$ cat config.mk
export PLATFORM = sky130hd
export DESIGN_NAME = jumpPredecoder_flat
export DESIGN_NICKNAME = d
export VERILOG_FILES = /design/src/verilog/fetchPkg.sv /design/src/verilog/fetchIf.sv /design/src/verilog/jumpPredecoder.sv /design/src/flat_wrapper.sv
export SDC_FILE = /design/constraint.sdc
export NUM_CORES = 1
export LEC_CHECK = 0
export BUFFER_PORTS_ARGS = -buffer_cell sky130_fd_sc_hd__buf_2
export CAP_MARGIN = 30
export CORE_UTILIZATION = 26
export DETAILED_ROUTE_END_ITERATION = 8
export PLACE_DENSITY_LB_ADDON = 0.3
export SYNTH_ARGS = -nofsm -noshare
export SYNTH_HDL_FRONTEND = slang
export SYNTH_SLANG_ARGS = --single-unit
export TNS_END_PERCENT = 5
$ cat constraint.sdc
create_clock -name clk -period 2.7 [get_ports clk]
set_clock_uncertainty 0.1 [all_clocks]
set_input_delay 0.54 -clock clk [delete_from_list [all_inputs] [get_ports clk]]
set_output_delay 0.54 -clock clk [all_outputs]
set_load 0.005 [all_outputs]
$ cat src/verilog/fetchPkg.sv
package fetchPkg;

    // first fetch after reset
    localparam logic [31:0] resetVector = 32'hBFC0_0000;

    // instruction memory geometry
    localparam int memWords = 1024;
    localparam int memIndexBits = $clog2(memWords);

    // a request outside the current line pays one fill cycle
    localparam int lineBytes = 64;
    localparam int lineOffsetBits = $clog2(lineBytes);

    // full encoding, cop0 opcode with the co bit and WAIT function
    localparam logic [31:0] waitInstruction = 32'h4200_0020;

    // primary opcode field, instruction bits 31:26
    typedef enum logic [5:0] {
        opSpecial = 6'b000000,
        opJ       = 6'b000010,
        opJal     = 6'b000011,
        opCop0    = 6'b010000
    } opcodeT;

endpackage

$ cat src/verilog/fetchIf.sv
`timescale 1ns/10ps

interface fetchIf;

    logic [31:0] pc;
    logic [31:0] instruction;
    // pc and instruction only mean something while bubble is low
    logic        bubble;
    logic        exception;

    modport source (
        output pc,
        output instruction,
        output bubble,
        output exception
    );

    modport sink (
        input pc,
        input instruction,
        input bubble,
        input exception
    );

endinterface

$ cat src/verilog/jumpPredecoder.sv
`timescale 1ns/10ps

module jumpPredecoder (
    input  logic        clk,
    input  logic        reset,
    fetchIf.sink        in,
    input  logic        redirect,
    input  logic [31:0] redirectAddress,
    output logic        absJump,
    output logic        hang,
    output logic [31:0] absJumpAddress,
    output logic [31:0] fetchPc,
    output logic [31:0] fetchInstruction,
    output logic        fetchValid,
    output logic        fetchException
);
    import fetchPkg::*;

    logic        validQ;
    logic [31:0] pcQ;
    logic [31:0] instructionQ;
    logic        exceptionQ;
    opcodeT      opcode;
    logic        isJump;
    logic        isWait;
    logic [31:0] pcPlus4;
    logic [31:0] jumpTarget;

    always_ff @(posedge clk) begin
        if (reset) begin
            validQ <= 1'b0;
        end else begin
            validQ <= !in.bubble;
        end
    end

    always_ff @(posedge clk) begin
        if (!in.bubble) begin
            pcQ <= in.pc;
            instructionQ <= in.instruction;
            exceptionQ <= in.exception;
        end
    end

    assign opcode = opcodeT'(instructionQ[31:26]);

    always_comb begin
        isJump = 1'b0;
        isWait = 1'b0;
        case (opcode)
            opJ, opJal: isJump = validQ;
            opCop0: isWait = validQ && (instructionQ == waitInstruction);
            default: isJump = 1'b0;
        endcase
    end

    // region of the delay slot, then the word index
    assign pcPlus4 = pcQ + 32'd4;
    assign jumpTarget = {pcPlus4[31:28], instructionQ[25:0], 2'b00};

    // exception vector or return wins over the decoded jump
    assign absJump = redirect || isJump;
    assign absJumpAddress = redirect ? redirectAddress : jumpTarget;
    assign hang = isWait && !redirect;

    assign fetchPc = pcQ;
    assign fetchInstruction = instructionQ;
    assign fetchValid = validQ;
    assign fetchException = exceptionQ;

endmodule

$ cat src/flat_wrapper.sv
// flat-port wrapper written by rule: the top's interface ports become plain ports
module jumpPredecoder_flat import fetchPkg::*;
  (clk, reset, redirect, redirectAddress, absJump, hang, absJumpAddress, fetchPc, fetchInstruction, fetchValid, fetchException, in_pc, in_instruction, in_bubble, in_exception);
  fetchIf in_i ();
  input  logic clk;
  input  logic reset;
  input  logic redirect;
  input  logic [31:0] redirectAddress;
  output logic absJump;
  output logic hang;
  output logic [31:0] absJumpAddress;
  output logic [31:0] fetchPc;
  output logic [31:0] fetchInstruction;
  output logic fetchValid;
  output logic fetchException;
  input wire logic [$bits(in_i.pc)-1:0] in_pc;
  input wire logic [$bits(in_i.instruction)-1:0] in_instruction;
  input wire logic [$bits(in_i.bubble)-1:0] in_bubble;
  input wire logic [$bits(in_i.exception)-1:0] in_exception;
  assign in_i.pc = in_pc;
  assign in_i.instruction = in_instruction;
  assign in_i.bubble = in_bubble;
  assign in_i.exception = in_exception;
  jumpPredecoder u_core (.clk(clk), .reset(reset), .in(in_i), .redirect(redirect), .redirectAddress(redirectAddress), .absJump(absJump), .hang(hang), .absJumpAddress(absJumpAddress), .fetchPc(fetchPc), .fetchInstruction(fetchInstruction), .fetchValid(fetchValid), .fetchException(fetchException));
endmodule
==> impl_results.md <==
* Worst Hold Class: input pin to register
* Global route overflow at 0
* Critical Path RT at 2.06 ns
* Worst path buffer plus inverter count at 1
* Final core occ at 41.3%
* Starting Density at 26.6%
* Placed Cells at 482
* H-tree level count at 3
* Clock power share at 35.7%
* Detailed Route WL at 6990 um
* Startpoint types: register
* Critical Path End Type: output pin
* Clk slew on worst S/H paths at 0.07 ns
* Routed via count at 2163
* Switching share of power at 22.0%
* Count leader, synth: edfxtp_1
* Sequential power share at 51.9%
* RSZ-0062 raised after global routing: true
* Area Overhead vs Synth at 55.3%
* Layout cells sized above 1 at 67.5%
* Post-DRT Antenna Nets at 0
* CP Cell Sequence: nand4_1 > or4_4 > or3_1 > a31oi_1 > buf_2
* Syn nets at 250
* Netlist cell types at 25
* Die area at 10400 um^2
* Average size of a mapped cell at 17.4 um^2
* Synth area leader: edfxtp_1
* CP delay by family, top: simple AND/OR/NAND/NOR gates
* Post-layout minimum cycle time at 2.66 ns
* Final hold slack at 0.250 ns
* Fmax at 0.376 GHz
* CTS tree: done
* Post-DP HPWL at 5480 um
* Worst-margin pin slew at 0.387 ns
* Maxcap violations at 0
* CP max FO at 5
* Port Buffer Count at 200
* DRT iter0 DRCs at 78
* Num CTS Buffers at 9
* Yosys warnings at 0
* CTS root buffer: clkbuf_8
* Antenna violations before repair at 1
* Routability cong. at 0.716
* Final period util at 98.5%
* Drt via density at 4.33
* Fin. max-slew vios at 0
* Multi-input logic area at 594 um^2
* Fill cells at 985
* PD cells at 606 nW/um^2
* Horiz. Die Dim at 102 um
* CTS Buffer Depth at 2
* GRT Overall Usage at 13.1%
* Synth area leaders: edfxtp_1 (75%), mux2_2 (11%), nand4_1 (1.9%)
* Static Leak at 1.77 nW
* Setup TNS at 0 ns
* Seq cells post-synth at 66
* CP arrival at 2.02 ns
* Syn Std Cell Area at 2590 um^2
* Internal power at 0.00190 W
* Max stage delay on crit path at 0.57 ns
* Die H at 102 um
* Post-synth ARST share at 0%
* Final net count at 462
* Outcome: finished, final reports clean
* Most frequent cells after synthesis: edfxtp_1 (65), mux2_2 (25), nand4_1 (8)
* Hold buffer count at CTS at 0
* CP max stage cell: or4_4
* Psw at 0.000537 W
* Clock sink count at 66
* Setup CP Type: register to output pin
* Synth Instances at 149
* IO Count at 201
* Final hold vios at 0
* WL/cell at 14.0 um
* EDFF count, synth at 65
* Largest net degree at the start of global routing at 58
* Post-route insts no fill at 500
* # rows at 36
* Register area at 1970 um^2
* Endpoints failing setup at 0
* Post-synth top area share at 75.4%
* Comb pwr share at 12.5%
* Seq/Total Area, Yosys at 76.1%
* Total Power at 0.00244 W
* First-pass GRT wire length at 9680 um
* Core ar. at 9730 um^2
* Main synth FF type: edfxtp_1
* DRC Markers at 0
* VDD IR max at 0.267 mV
* Drt first pass iters at 6
* Slew margin rel. at 73.9%
* Number of global-route vias before repair at 1932
registers in the layout (all words and copies together), names as in the netlist:
| name | count |
|---|---|
| u_core.fetchPc | 32 |
| u_core.fetchException | 1 |
| u_core.fetchInstruction | 32 |
| u_core.fetchValid | 1 |
layer usage:
layer	vias up	wire, um	GRT usage [%]
li1	1028	-	-
met1	1006	2750	14.9
met2	117	3430	20.9
met3	12	658	4.97
met4	0	155	8.03
met5	-	0	0
through the flow:
stage | setup WS [ns] | cell area (um^2)
6_report | 0.0415 | 4020
5_1_grt | -0.0696 | 4020
4_1_cts | -0.0122 | 4010
3_5_place_dp | 0.335 | 3800
3_3_place_gp | 0.349 | 3800
2_1_floorplan | 0.380 | 2590
power by group through the flow:
| stage | logic, W | registers, W | clock network (W) |
|---|---|---|---|
| floorplan | 0.0000887 | 0.00129 | 0 |
| global placement | 0.000305 | 0.00128 | 0 |
| detailed placement | 0.000309 | 0.00129 | 0 |
| CTS | 0.000310 | 0.00127 | 0.000914 |
| global route | 0.000340 | 0.00128 | 0.000956 |
| finish | 0.000304 | 0.00126 | 0.000869 |
final cells by class:
cell class / instances / area share [%]
Sequential cell: 66 / 49.0
Timing Repair Buffer: 205 / 26.4
Multi-Input combinational cell: 75 / 14.8
Tap cell: 133 / 4.14
Clock buffer: 9 / 3.08
Clock inverter: 7 / 2.08
Inverter: 4 / 0.373
Antenna cell: 1 / 0.0622
path summary, 6_finish.rpt:
| kind | from | end | slack, ns | cells past startpoint |
|---|---|---|---|---|
| max | u_core.fetchPc[17] | absJumpAddress[30] | 0.04 | 5 |
| min | reset | u_core.fetchValid | 0.25 | 2 |
cell families (layout without fill, tap and decap cells):
kind of cell	count (synthesis)	in the layout	synth area share (%)
compound gates	8	8	2.03
other cells	0	1	0
buf+inv	8	225	1.16
flops	66	66	76.1
mux	25	25	10.9
simple gates	42	42	9.81
timing repair:
action	in CTS	in global routing
buffers inserted	1	0
gates cloned	0	0
pin swaps	6	3
gates resized for setup	0	1
endpoints found under the setup margin	2	3
cells in the final DEF (no fill, tap or decap):
| cell type | synthesis | layout |
|---|---|---|
| a211o_1 | 1 | 1 |
| a22oi_1 | 1 | 1 |
| a31o_2 | 1 | 1 |
| a31oi_1 | 2 | 2 |
| and2_1 | 3 | 3 |
| and3_1 | 1 | 1 |
| and4_1 | 3 | 3 |
| buf_12 | 0 | 2 |
| buf_2 | 0 | 200 |
| buf_4 | 0 | 3 |
| bufinv_16 | 0 | 2 |
| clkbuf_8 | 0 | 9 |
| clkinv_1 | 0 | 3 |
| clkinv_2 | 0 | 1 |
| clkinvlp_4 | 0 | 1 |
| dfxtp_1 | 1 | 1 |
| diode_2 | 0 | 1 |
| edfxtp_1 | 65 | 65 |
| inv_1 | 4 | 3 |
| inv_2 | 0 | 1 |
| mux2_2 | 25 | 25 |
| nand2_1 | 6 | 6 |
| nand3_1 | 3 | 3 |
| nand4_1 | 8 | 8 |
| nor2_1 | 3 | 3 |
| nor2b_1 | 1 | 1 |
| nor3_1 | 1 | 1 |
| nor4_1 | 7 | 7 |
| nor4b_1 | 2 | 1 |
| nor4b_2 | 0 | 1 |
| o21ai_0 | 3 | 3 |
| or3_1 | 2 | 2 |
| or4_1 | 1 | 1 |
| or4_4 | 1 | 1 |
No activity file was read; power rests on OpenSTA's default activity.
