### src/verilog/fetchPkg.sv
package fetchPkg;

    // first fetch after reset
    localparam logic [31:0] resetVector = 32'hBFC0_0000;

    // instruction memory geometry
    localparam int memWords = 1024;
    localparam int memIndexBits = $clog2(memWords);

    // a request outside the current line pays one fill cycle
    localparam int lineBytes = 64;
    localparam int lineOffsetBits = $clog2(lineBytes);

    // full encoding, cop0 opcode with the co bit and WAIT function
    localparam logic [31:0] waitInstruction = 32'h4200_0020;

    // primary opcode field, instruction bits 31:26
    typedef enum logic [5:0] {
        opSpecial = 6'b000000,
        opJ       = 6'b000010,
        opJal     = 6'b000011,
        opCop0    = 6'b010000
    } opcodeT;

endpackage

### src/verilog/fetchIf.sv
`timescale 1ns/10ps

interface fetchIf;

    logic [31:0] pc;
    logic [31:0] instruction;
    // pc and instruction only mean something while bubble is low
    logic        bubble;
    logic        exception;

    modport source (
        output pc,
        output instruction,
        output bubble,
        output exception
    );

    modport sink (
        input pc,
        input instruction,
        input bubble,
        input exception
    );

endinterface

### src/verilog/sramIf.sv
`timescale 1ns/10ps

interface sramIf;

    logic [31:0] addr;
    logic        readEn;
    // word for the address of the previous cycle, or one later on a fill
    logic [31:0] rdata;
    logic        valid;

    modport master (
        output addr,
        output readEn,
        input  rdata,
        input  valid
    );

    modport slave (
        input  addr,
        input  readEn,
        output rdata,
        output valid
    );

endinterface
### src/verilog/instructionFetch.sv
`timescale 1ns/10ps

module instructionFetch (
    input  logic        clk,
    input  logic        reset,
    input  logic        absJump,
    input  logic        hang,
    input  logic [31:0] absJumpAddress,
    input  logic        pcStall,
    sramIf.master       mem,
    fetchIf.source      out
);
    import fetchPkg::*;

    logic [31:0] pc;
    logic [31:0] nextPc;
    logic        hangState;
    logic        isHanging;
    logic        hold;
    logic        pendingJump;
    logic [31:0] pendingJumpAddress;
    logic        takeJump;

    // pc stays put while stalled or while memory has nothing for it
    assign hold = pcStall || !mem.valid;
    assign isHanging = hang || hangState;

    // a jump is taken once the pc is free to move
    assign takeJump = !hold && (absJump || pendingJump);

    // always reading, the request is simply the next pc
    assign mem.readEn = 1'b1;
    assign mem.addr = nextPc;

    assign out.pc = isHanging ? 32'd0 : pc;
    assign out.instruction = isHanging ? 32'd0 : mem.rdata;
    // the stalled word comes again afterwards, so it is not passed on now
    assign out.bubble = isHanging || hold;
    assign out.exception = !isHanging && (pc[1:0] != 2'b00);

    always_comb begin
        if (hold) begin
            nextPc = pc;
        end else if (absJump) begin
            nextPc = absJumpAddress;
        end else if (pendingJump) begin
            nextPc = pendingJumpAddress;
        end else if (isHanging) begin
            nextPc = pc;
        end else begin
            nextPc = pc + 32'd4;
        end
    end

    always_ff @(posedge clk) begin
        if (reset) begin
            pc <= resetVector;
            hangState <= 1'b0;
            pendingJump <= 1'b0;
        end else begin
            pc <= nextPc;

            // only a jump or redirect ends the hang
            if (takeJump) begin
                hangState <= 1'b0;
            end else if (hang) begin
                hangState <= 1'b1;
            end

            // jump arrived while waiting on the delay slot word
            if (absJump && hold) begin
                pendingJump <= 1'b1;
            end else if (!hold) begin
                pendingJump <= 1'b0;
            end
        end
    end

    always_ff @(posedge clk) begin
        if (absJump && hold) begin
            pendingJumpAddress <= absJumpAddress;
        end
    end

endmodule

### src/flat_wrapper.sv
// flat-port wrapper written by rule: the top's interface ports become plain ports
module instructionFetch_flat import fetchPkg::*;
  (clk, reset, absJump, hang, absJumpAddress, pcStall, mem_addr, mem_readEn, mem_rdata, mem_valid, out_pc, out_instruction, out_bubble, out_exception);
  sramIf mem_i ();
  fetchIf out_i ();
  input  logic clk;
  input  logic reset;
  input  logic absJump;
  input  logic hang;
  input  logic [31:0] absJumpAddress;
  input  logic pcStall;
  output wire logic [$bits(mem_i.addr)-1:0] mem_addr;
  output wire logic [$bits(mem_i.readEn)-1:0] mem_readEn;
  input wire logic [$bits(mem_i.rdata)-1:0] mem_rdata;
  input wire logic [$bits(mem_i.valid)-1:0] mem_valid;
  output wire logic [$bits(out_i.pc)-1:0] out_pc;
  output wire logic [$bits(out_i.instruction)-1:0] out_instruction;
  output wire logic [$bits(out_i.bubble)-1:0] out_bubble;
  output wire logic [$bits(out_i.exception)-1:0] out_exception;
  assign mem_addr = mem_i.addr;
  assign mem_readEn = mem_i.readEn;
  assign mem_i.rdata = mem_rdata;
  assign mem_i.valid = mem_valid;
  assign out_pc = out_i.pc;
  assign out_instruction = out_i.instruction;
  assign out_bubble = out_i.bubble;
  assign out_exception = out_i.exception;
  instructionFetch u_core (.clk(clk), .reset(reset), .absJump(absJump), .hang(hang), .absJumpAddress(absJumpAddress), .pcStall(pcStall), .mem(mem_i), .out(out_i));
endmodule
### config.mk
export PLATFORM = sky130hd
export DESIGN_NAME = instructionFetch_flat
export DESIGN_NICKNAME = d
export VERILOG_FILES = /design/src/verilog/fetchPkg.sv /design/src/verilog/fetchIf.sv /design/src/verilog/sramIf.sv /design/src/verilog/instructionFetch.sv /design/src/flat_wrapper.sv
export SDC_FILE = /design/constraint.sdc
export NUM_CORES = 1
export LEC_CHECK = 0
export BUFFER_PORTS_ARGS = -buffer_cell sky130_fd_sc_hd__clkbuf_2
export CAP_MARGIN = 20
export CORE_MARGIN = 2
export CORE_UTILIZATION = 40
export DETAILED_ROUTE_END_ITERATION = 10
export PLACE_DENSITY = 0.69
export SLEW_MARGIN = 20
export SYNTH_ARGS = -nofsm -noshare
export SYNTH_HDL_FRONTEND = slang
export SYNTH_SLANG_ARGS = --single-unit
### constraint.sdc
create_clock -name clk -period 4.3 [get_ports clk]
set_clock_uncertainty 0.15 [all_clocks]
set_input_delay 1.29 -clock clk [delete_from_list [all_inputs] [get_ports clk]]
set_output_delay 1.29 -clock clk [all_outputs]
set_load 0.03 [all_outputs]
==> reports/metrics.cfg, run 1 <==
[routing]
routed_wl_mm = 14.4
drt-initial-drc-count = 391
wl_met3_mm = 1.23
route.detailed.drc = 0
vias_per_cell = 5.77
first_pass_iters = 5
wl_met2_mm = 6.79
vias = 4503
wl_met1_mm = 6.16
dr.max_layer_used = met4
antenna_left = 0
wl_per_cell_um = 18.4

[timing]
finalCritPeriodShare_pct = 99.4
postLayoutSetupSlackWorst_ns = 0.0263
timing.final.crit_period_ns = 4.27
rsz0062_at_grt = true
slew_viol_final = 0
fmax_mhz = 234
finalHoldViolations = 0
setup_viol = 0
hold_slack_ns = 0.415
setup_tns_ns = 0
max-slew-margin-rel_pct = 56.1
tightest_slew_ns = 0.657

[critical_path]
path_class = primary input to output pin
r2r_slack_ns = 1.75
cp_common_cell = nand2_1
cp.required_ns = 2.86
critPathArrivalTime_ns = 2.83
start_kind = primary input
path_cells = clkbuf_2 > nor4bb_1 > buf_4 > nand3_2 > buf_6 > o41ai_4 > nand2_1 > nand2_1 > clkbuf_4
crit_fanout = 4
crit_slowest_cell = o41ai_4
slowest_delay_ns = 0.29
critPathCaptureType = output pin

[power]
clock_power_share_pct = 34.4
seqPwrFrac_pct = 40.7
p_comb_share_pct = 24.9
p_leak_nw = 2.52
p_sw_mw = 0.573
p_sw_share_pct = 31.4
peakVddDrop_uv = 177
p_int_mw = 1.25
p_per_area_nw_per_um2 = 321

[global_route]
antenna_found_initial = 0
grtUsageTotal_pct = 25.9
grt_pass1_wl_mm = 22.6
gr-total-overflow = 0
grt_max_degree = 39
grt_pass1_vias = 4328

[yosys]
synth_area_leaders = edfxtp_1, dfxtp_1, and2_1
synth.distinct_cells = 63
synth_area_sq_um = 4000
syn-instance-count = 460
syn-num-nets = 532
synth-async-reset-ratio_pct = 0
synth_seq_cells = 66
synth_top_area_share_pct = 24.1
synth_ff_type = dfxtp_1
yosysWarnings = 0
syn_area_per_cell_sq_um = 8.68
synth_top_area_cell = edfxtp_1
synth-edff-count = 32
yosysSeqAreaShare_pct = 41.1

[placed_design]
io_buffers = 167
placed_cells = 763
detailedPlace.worstSlack_ns = -0.187
gp_congestion = 0.907
dpl.hpwl_mm = 10.5

[cts]
path_clk_slew_ns = 0.07
cts_tree = yes
cts_sinks = 66
clock-root-buffer = clkbuf_8
cts_hold_buf = 0
clk_latency_ns = 0.35
clockBufferDepth = 2
cts_inserted_buffers = 9
htree_num_levels = 3

[job]
cap_violations = 0

[layout]
area_growth_pct = 42.3
layout_common_cells = clkbuf_2, and2_1, buf_4
layout.nets = 715
layout_commonest_cell = clkbuf_2
diodes = 0
drive_above_1_share_pct = 41.0
stdcell_count = 781
fillers = 922

[floorplanning]
rows = 36
die_w_um = 104
die-area_sq_um = 10800
coreArea_sq_um = 9730
die_h_um = 104
ioPinCount = 169
start_util_pct = 41.1

[status]
outcome = finished clean

[min_path]
hold_path_class = flop to flop

-- what timing repair did --
action                                  in CTS  in global routing
pin swaps                                    6                 12
gates cloned                                 0                  0
endpoints found under the setup margin      14                 22
resized for setup                           31                 35
setup buffers                                1                  3
-- routing by layer --
metal	vias to the layer above	GRT usage [%]
li1	2090	-
met1	2174	35.2
met2	216	41.6
met3	23	6.20
met4	0	6.66
met5	-	0
-- worst max-delay path: cells and delay by family --
family | cells | cell delay (ns)
simple gates | 4 | 0.61
buf+inv | 4 | 0.65
compound gates | 1 | 0.29
-- layout make-up --
type                            count  area [sq um]  share of cell area, %
Clock buffer                        9           124                   2.18
Clock inverter                      7           108                   1.89
Inverter                            9          33.8                  0.594
Multi-Input combinational cell    348          2360                   41.6
Sequential cell                    66          1640                   28.9
Tap cell                          133           166                   2.93
Timing Repair Buffer              209          1250                   22.0
-- logic make-up (layout without fill, tap and decap cells) --
logic type | after synthesis | after routing | share of synthesized area (%)
other cells | 1 | 1 | 0.0939
compound gates | 133 | 133 | 23.5
simple gates | 210 | 210 | 29.7
flops | 66 | 66 | 41.1
fa+ha+maj | 2 | 2 | 0.626
mux | 2 | 2 | 0.501
buf+inv | 46 | 234 | 4.51
-- through the flow --
stage / cell area [sq um] / power, mW / util [%]
2_1_floorplan: 4010 / 1.01 / -
3_3_place_gp: 5190 / 1.17 / 53.4
3_5_place_dp: 5190 / 1.18 / 53.4
4_1_cts: 5580 / 1.82 / 57.4
5_1_grt: 5680 / 1.89 / 58.4
6_report: 5680 / 1.82 / 58.4
-- path summary, 6_finish.rpt --
path | start | endpoint | cells after the start
worst min register to register | u_core.pc[8]$_SDFF_PP0_ | u_core.pc[8]$_SDFF_PP0_ | 2
worst max register to register | u_core.pc[18]$_SDFF_PP0_ | u_core.pc[25]$_SDFF_PP1_ | 6
worst max-delay path | hang | mem_addr[14] | 9
worst min-delay path | u_core.pc[8]$_SDFF_PP0_ | u_core.pc[8]$_SDFF_PP0_ | 2
-- Yosys cell counts (5+ instances only) --
master	instances
clkbuf_1	29
and2_1	74
nor3_1	19
a211oi_1	5
nor4_1	7
edfxtp_1	32
and3_1	7
inv_1	8
o22ai_1	5
o31ai_1	5
a22o_1	12
a21oi_1	19
a22oi_1	15
a31oi_1	8
nor2_1	19
dfxtp_1	34
nand3_1	17
nand4_1	9
o21ai_0	29
nand2_1	35
-- power by group through the flow --
| stage | sequential, mW | combinational [mW] | clock (mW) |
|---|---|---|---|
| after floorplan | 0.739 | 0.275 | 0 |
| after global placement | 0.752 | 0.422 | 0 |
| after detailed placement | 0.753 | 0.429 | 0 |
| after global routing | 0.747 | 0.484 | 0.660 |
| after CTS | 0.740 | 0.444 | 0.634 |
| final | 0.743 | 0.454 | 0.628 |
-- sequential cells by signal, summed over array words and instances, names as in the netlist --
name	cells
u_core.hangState	1
u_core.pendingJumpAddress	32
u_core.pc	32
u_core.pendingJump	1
Power figures use the tool's default switching activity.
==> inputs of run 2 (changes only) <==
==> constraint.sdc (replaced) <==
create_clock -name clk -period 4.78 [get_ports clk]
set_clock_uncertainty 0.15 [all_clocks]
set_input_delay 1.434 -clock clk [delete_from_list [all_inputs] [get_ports clk]]
set_output_delay 1.434 -clock clk [all_outputs]
set_load 0.03 [all_outputs]
==> run 2 against run 1 <==
Combinational power fell by 14%. Routed wire length rose by 0.26%. Sequential power decreased by 10%. Critical path depth shrank 1. Setup slack gained 0.031 ns. Global-route usage is 0.12 points lower. Total power is 10% lower. Final area decreased by 4.0%. Highest routed layer unchanged.
==> reports/metrics.cfg, run 2 (synthesis results as in run 1) <==
[status]
outcome = finished clean  ; unchanged

[power]
p_sw_mw = 0.524  ; was 0.573 mW
totalPowerFinal_mw = 1.64  ; was 1.82 mW
peakVddDrop_uv = 163  ; was 177 uV
p_sw_share_pct = 32.0  ; was 31.4%
seqPwrFrac_pct = 40.6  ; was 40.7%
p_comb_share_pct = 23.9  ; was 24.9%
p_int_mw = 1.12  ; was 1.25 mW
p_per_area_nw_per_um2 = 301  ; was 321 nW/um^2
clock_power_share_pct = 35.6  ; was 34.4%
p_leak_nw = 2.40  ; was 2.52 nW

[cts]
clockBufferDepth = 2  ; unchanged
path_clk_slew_ns = 0.08  ; was 0.07 ns
cts_sinks = 66  ; unchanged
cts_hold_buf = 0  ; unchanged
postCtsSetupBuffers = 0  ; was 1
clk_latency_ns = 0.35  ; about the same
htree_num_levels = 3  ; unchanged
clock-root-buffer = clkbuf_8  ; unchanged
cts_tree = yes  ; unchanged
cts_inserted_buffers = 9  ; unchanged

[critical_path]
cp.required_ns = 3.20  ; was 2.86 ns
reg2regPathDepth = 6  ; unchanged
critPathArrivalTime_ns = 3.14  ; was 2.83 ns
crit_family = simple AND/OR/NAND/NOR gates  ; was buffers and inverters
crit_slowest_cell = or4_1  ; was o41ai_4
path_class = primary input to output pin  ; unchanged
slowest_delay_ns = 0.47  ; was 0.29 ns
path_buf_inv = 3  ; was 4
path_cells = clkbuf_2 > nand4bb_4 > or4_1 > buf_4 > nor4_2 > o21ai_2 > nand2b_1 > clkbuf_4  ; was clkbuf_2 > nor4bb_1 > buf_4 > nand3_2 > buf_6 > o41ai_4 > nand2_1 > nand2_1 > clkbuf_4
r2r-end = u_core.pc[17]$_SDFF_PP0_  ; was u_core.pc[25]$_SDFF_PP1_
start_kind = primary input  ; unchanged
crit_fanout = 8  ; was 4
critPathCaptureType = output pin  ; unchanged
r2r_slack_ns = 2.35  ; was 1.75 ns
rr_startpoint = u_core.pc[9]$_SDFF_PP0_  ; was u_core.pc[18]$_SDFF_PP0_

[floorplanning]
die_w_um = 104  ; unchanged
die_h_um = 104  ; unchanged
ioPinCount = 169  ; unchanged
start_util_pct = 41.1  ; unchanged
coreArea_sq_um = 9730  ; unchanged
rows = 36  ; unchanged
die-area_sq_um = 10800  ; unchanged

[placed_design]
io_buffers = 167  ; unchanged
gp_congestion = 0.885  ; was 0.907
dpl.hpwl_mm = 10.5  ; about the same
placed_cells = 749  ; was 763

[routing]
vias_per_cell = 5.80  ; was 5.77
wl_per_cell_um = 18.8  ; was 18.4 um
route.detailed.drc = 0  ; unchanged
first_pass_iters = 5  ; unchanged
drt-initial-drc-count = 419  ; was 391
vias = 4437  ; was 4,503
routed_wl_mm = 14.4  ; about the same
antenna_left = 0  ; unchanged

[min_path]
hold_end = u_core.pc[8]$_SDFF_PP0_  ; unchanged
hold_depth = 2  ; unchanged
hold_path_class = flop to flop  ; unchanged
worstHoldStart = u_core.pc[8]$_SDFF_PP0_  ; unchanged

[layout]
diodes = 0  ; unchanged
layout_commonest_cell = clkbuf_2  ; unchanged
fillers = 913  ; was 922
area_growth_pct = 36.6  ; was 42.3%
seq_area_sq_um = 1640  ; unchanged
top_regs = u_core.pc (32), u_core.pendingJumpAddress (32)  ; unchanged
layout.nets = 699  ; was 715
drive_above_1_share_pct = 38.0  ; was 41.0%
multiInputGateArea_sq_um = 2300  ; was 2360 sq um
stdcell_count = 765  ; was 781
final_util_pct = 56.1  ; was 58.4%
layout_common_cells = clkbuf_2, and2_1, nand2_1  ; was clkbuf_2, and2_1, buf_4

[timing]
slew_viol_final = 0  ; unchanged
fmax_mhz = 212
setup_viol = 0  ; unchanged
finalHoldViolations = 0  ; unchanged
setup_tns_ns = 0  ; unchanged
max-slew-margin-rel_pct = 59.5  ; was 56.1%
tightest_slew_ns = 0.605  ; was 0.657 ns
finalCritPeriodShare_pct = 98.8
timing.final.crit_period_ns = 4.72

[global_route]
grt_pass1_vias = 4277  ; was 4,328
gr-total-overflow = 0  ; unchanged
antenna_found_initial = 0  ; unchanged
grt_max_degree = 41  ; was 39
grt_pass1_wl_mm = 22.5  ; was 22.6 mm
grtUsageTotal_pct = 25.8  ; was 25.9%

[job]
cap_violations = 0  ; unchanged

## run 2: stage by stage
stage | hold WS, ns | instance area [sq um] | setup WS, ns
6_report | 0.436 | 5460 | 0.0574
5_1_grt | 0.468 | 5460 | -0.00221
4_1_cts | 0.424 | 5370 | 0.0112
3_5_place_dp | 0.413 | 5110 | -0.0766
3_3_place_gp | 0.381 | 5110 | 0.0195
2_1_floorplan | 0.354 | 4000 | 0.0284
## run 2: how the worst max path moves through the flow
stage	cells after the start	endpoint	start	slack, ns
after global placement	7	mem_addr[22]	hang	0.02
after CTS	8	mem_addr[24]	hang	0.01
after floorplan	6	mem_addr[23]	hang	0.03
after detailed placement	8	mem_addr[24]	hang	-0.08
after global routing	8	mem_addr[31]	hang	-0.002
final	8	mem_addr[31]	hang	0.06
## run 2: timing repair
action / in CTS / in global routing
setup endpoints to repair: 6 / 14
resized for setup: 5 / 23
pin swaps: 0 / 2
## run 2: routing by layer
| metal | global-route usage [%] | up-vias | share of wire (%) |
|---|---|---|---|
| met5 | 0 | - | 0 |
| li1 | - | 2055 | - |
| met1 | 35.2 | 2130 | 44 |
| met3 | 5.01 | 19 | 8.0 |
| met4 | 8.20 | 0 | 1.3 |
| met2 | 41.4 | 233 | 47 |
## run 2: worst register-to-register path, stage by stage, from the launching register on
cell and delay [ns]:
dfxtp_1 0.49, nand4_2 0.29, or4_1 0.58, buf_4 0.19, o311a_1 0.29, a21o_1 0.18, and2_1 0.15
## run 2: area by class of cell
class	count	area share, %
multi-input cells	348	42.1
clock inverters	7	2.16
clock buffers	9	2.27
well taps	133	3.05
inverters	9	0.619
flip-flops and latches	66	30.1
repair buffers	193	19.7
## run 2: power by group through the flow
stage	clock (mW)	sequential [mW]	combinational, mW
after floorplan	0	0.665	0.247
after global placement	0	0.674	0.377
after detailed placement	0	0.676	0.382
after CTS	0.587	0.663	0.385
after global routing	0.613	0.669	0.416
final	0.583	0.665	0.391
==> inputs of run 3 (changes only) <==
==> constraint.sdc (replaced) <==
create_clock -name clk -period 4.98 [get_ports clk]
set_clock_uncertainty 0.15 [all_clocks]
set_input_delay 1.494 -clock clk [delete_from_list [all_inputs] [get_ports clk]]
set_output_delay 1.494 -clock clk [all_outputs]
set_load 0.03 [all_outputs]
==> run 3 against run 2 <==
Combinational power shrank 8.2%. Flip-flop and latch count is the same. First-iteration DRC count shrank 22%. Routed wire length shrank 4.7%. Clock-buffer cell count grew 1. Final area shrank 4.1%. Critical endpoint is now mem_addr[25]. Largest power group unchanged.
==> reports/metrics.cfg, run 3 (synthesis results as in run 1) <==
[status]
outcome = finished clean  ; unchanged

[placed_design]
io_buffers = 167  ; unchanged
dpl.hpwl_mm = 10.1  ; was 10.5 mm
gp_congestion = 0.888  ; was 0.885
dpl_cell_area_sq_um = 5040  ; was 5110 sq um
detailedPlace.worstSlack_ns = 0.0165  ; was -0.0766 ns
placed_cells = 742  ; was 749

[timing]
max-slew-margin-rel_pct = 57.8  ; was 59.5%
finalCritPeriodShare_pct = 97.6
postLayoutSetupSlackWorst_ns = 0.118  ; was 0.0574 ns
fmax_mhz = 206
setup_viol = 0  ; unchanged
finalHoldViolations = 0  ; unchanged
setup_tns_ns = 0  ; unchanged
timing.final.crit_period_ns = 4.86
rsz0062_at_grt = false
tightest_slew_ns = 0.632  ; was 0.605 ns
hold_slack_ns = 0.415  ; was 0.436 ns
slew_viol_final = 0  ; unchanged

[global_route]
grt_pass1_vias = 4130  ; was 4,277
grt_max_degree = 58  ; was 41
grt_pass1_wl_mm = 21.9  ; was 22.5 mm
antenna_found_initial = 0  ; unchanged
grtUsageTotal_pct = 25.4  ; was 25.8%
gr-total-overflow = 0  ; unchanged

[layout]
layout_commonest_cell = clkbuf_2  ; unchanged
stdcell_area_sq_um = 5230  ; was 5460 sq um
layout.nets = 692  ; was 699
stdcell_count = 758  ; was 765
area_growth_pct = 30.9  ; was 36.6%
layout_common_cells = clkbuf_2, and2_1, nand2_1  ; unchanged
drive_above_1_share_pct = 34.9  ; was 38.0%
diodes = 0  ; unchanged
top_regs = u_core.pc (32), u_core.pendingJumpAddress (32)  ; unchanged
final_util_pct = 53.8  ; was 56.1%

[critical_path]
critPathArrivalTime_ns = 3.22  ; was 3.14 ns
cp.required_ns = 3.34  ; was 3.20 ns
path_class = primary input to output pin  ; unchanged
crit_fanout = 4  ; was 8
start_kind = primary input  ; unchanged
critPathCaptureType = output pin  ; unchanged

[floorplanning]
coreArea_sq_um = 9730  ; unchanged
die_w_um = 104  ; unchanged
die_h_um = 104  ; unchanged
start_util_pct = 41.1  ; unchanged
rows = 36  ; unchanged
ioPinCount = 169  ; unchanged
die-area_sq_um = 10800  ; unchanged

[cts]
cts_tree = yes  ; unchanged
cts_inserted_buffers = 9  ; unchanged
cts_hold_buf = 0  ; unchanged
htree_num_levels = 3  ; unchanged
path_clk_slew_ns = 0.08  ; about the same
cts_resized = 0  ; was 5
cts_sinks = 66  ; unchanged
clockBufferDepth = 2  ; unchanged
clock-root-buffer = clkbuf_8  ; unchanged
clk_latency_ns = 0.35  ; about the same
postCtsSetupBuffers = 0  ; unchanged

[routing]
route.detailed.drc = 0  ; unchanged
antenna_left = 0  ; unchanged
first_pass_iters = 5  ; unchanged
vias_per_cell = 5.68  ; was 5.80
wl_per_cell_um = 18.1  ; was 18.8 um
vias = 4302  ; was 4,437
drt-initial-drc-count = 328  ; was 419
routed_wl_mm = 13.7  ; was 14.4 mm

[power]
peakVddDrop_uv = 153  ; was 163 uV
totalPowerFinal_mw = 1.44  ; was 1.64 mW
p_per_area_nw_per_um2 = 276  ; was 301 nW/um^2
p_leak_nw = 2.28  ; was 2.40 nW

[job]
cap_violations = 0  ; unchanged

[min_path]
hold_path_class = flop to flop  ; unchanged

==> run 3: critical path: stages <==
cell and delay, ns:
clkbuf_2 0.11, nand4bb_4 0.24, buf_4 0.16, nor4_1 0.23
buf_4 0.17, and2_1 0.21, a31oi_1 0.13, a211o_1 0.28
clkbuf_2 0.18
==> run 3: power breakdown <==
group	switching [mW]	total, mW	internal [mW]	leakage [nW]
Sequential	0.0308	0.639	0.609	0.585
Clock	0.217	0.444	0.227	0.0874
Combinational	0.237	0.359	0.122	1.60
Total	0.485	1.44	0.958	2.28
==> run 3: cell type report <==
| cell class | instances | area [sq um] |
|---|---|---|
| Fill cell | 944 | 4500 |
| Multi-Input combinational cell | 348 | 2200 |
| Sequential cell | 66 | 1640 |
| Timing Repair Buffer | 186 | 1000 |
| Tap cell | 133 | 166 |
| Clock buffer | 10 | 128 |
| Clock inverter | 6 | 57.6 |
| Inverter | 9 | 33.8 |
==> run 3: final timing paths <==
kind	slack, ns	end	depth (start not counted)	start
max	0.12	mem_addr[25]	9	hang
min	0.42	u_core.pc[8]$_SDFF_PP0_	2	u_core.pc[8]$_SDFF_PP0_
max reg2reg	2.61	u_core.pc[25]$_SDFF_PP1_	5	u_core.pc[18]$_SDFF_PP0_
min reg2reg	0.42	u_core.pc[8]$_SDFF_PP0_	2	u_core.pc[8]$_SDFF_PP0_
==> run 3: routing by layer <==
metal | part of all wire, % | track usage [%] | vias up
met2 | 46 | 40.7 | 217
met4 | 1.6 | 7.82 | 0
met1 | 46 | 34.9 | 2015
met5 | 0 | 0 | -
met3 | 6.6 | 4.70 | 22
li1 | - | - | 2048
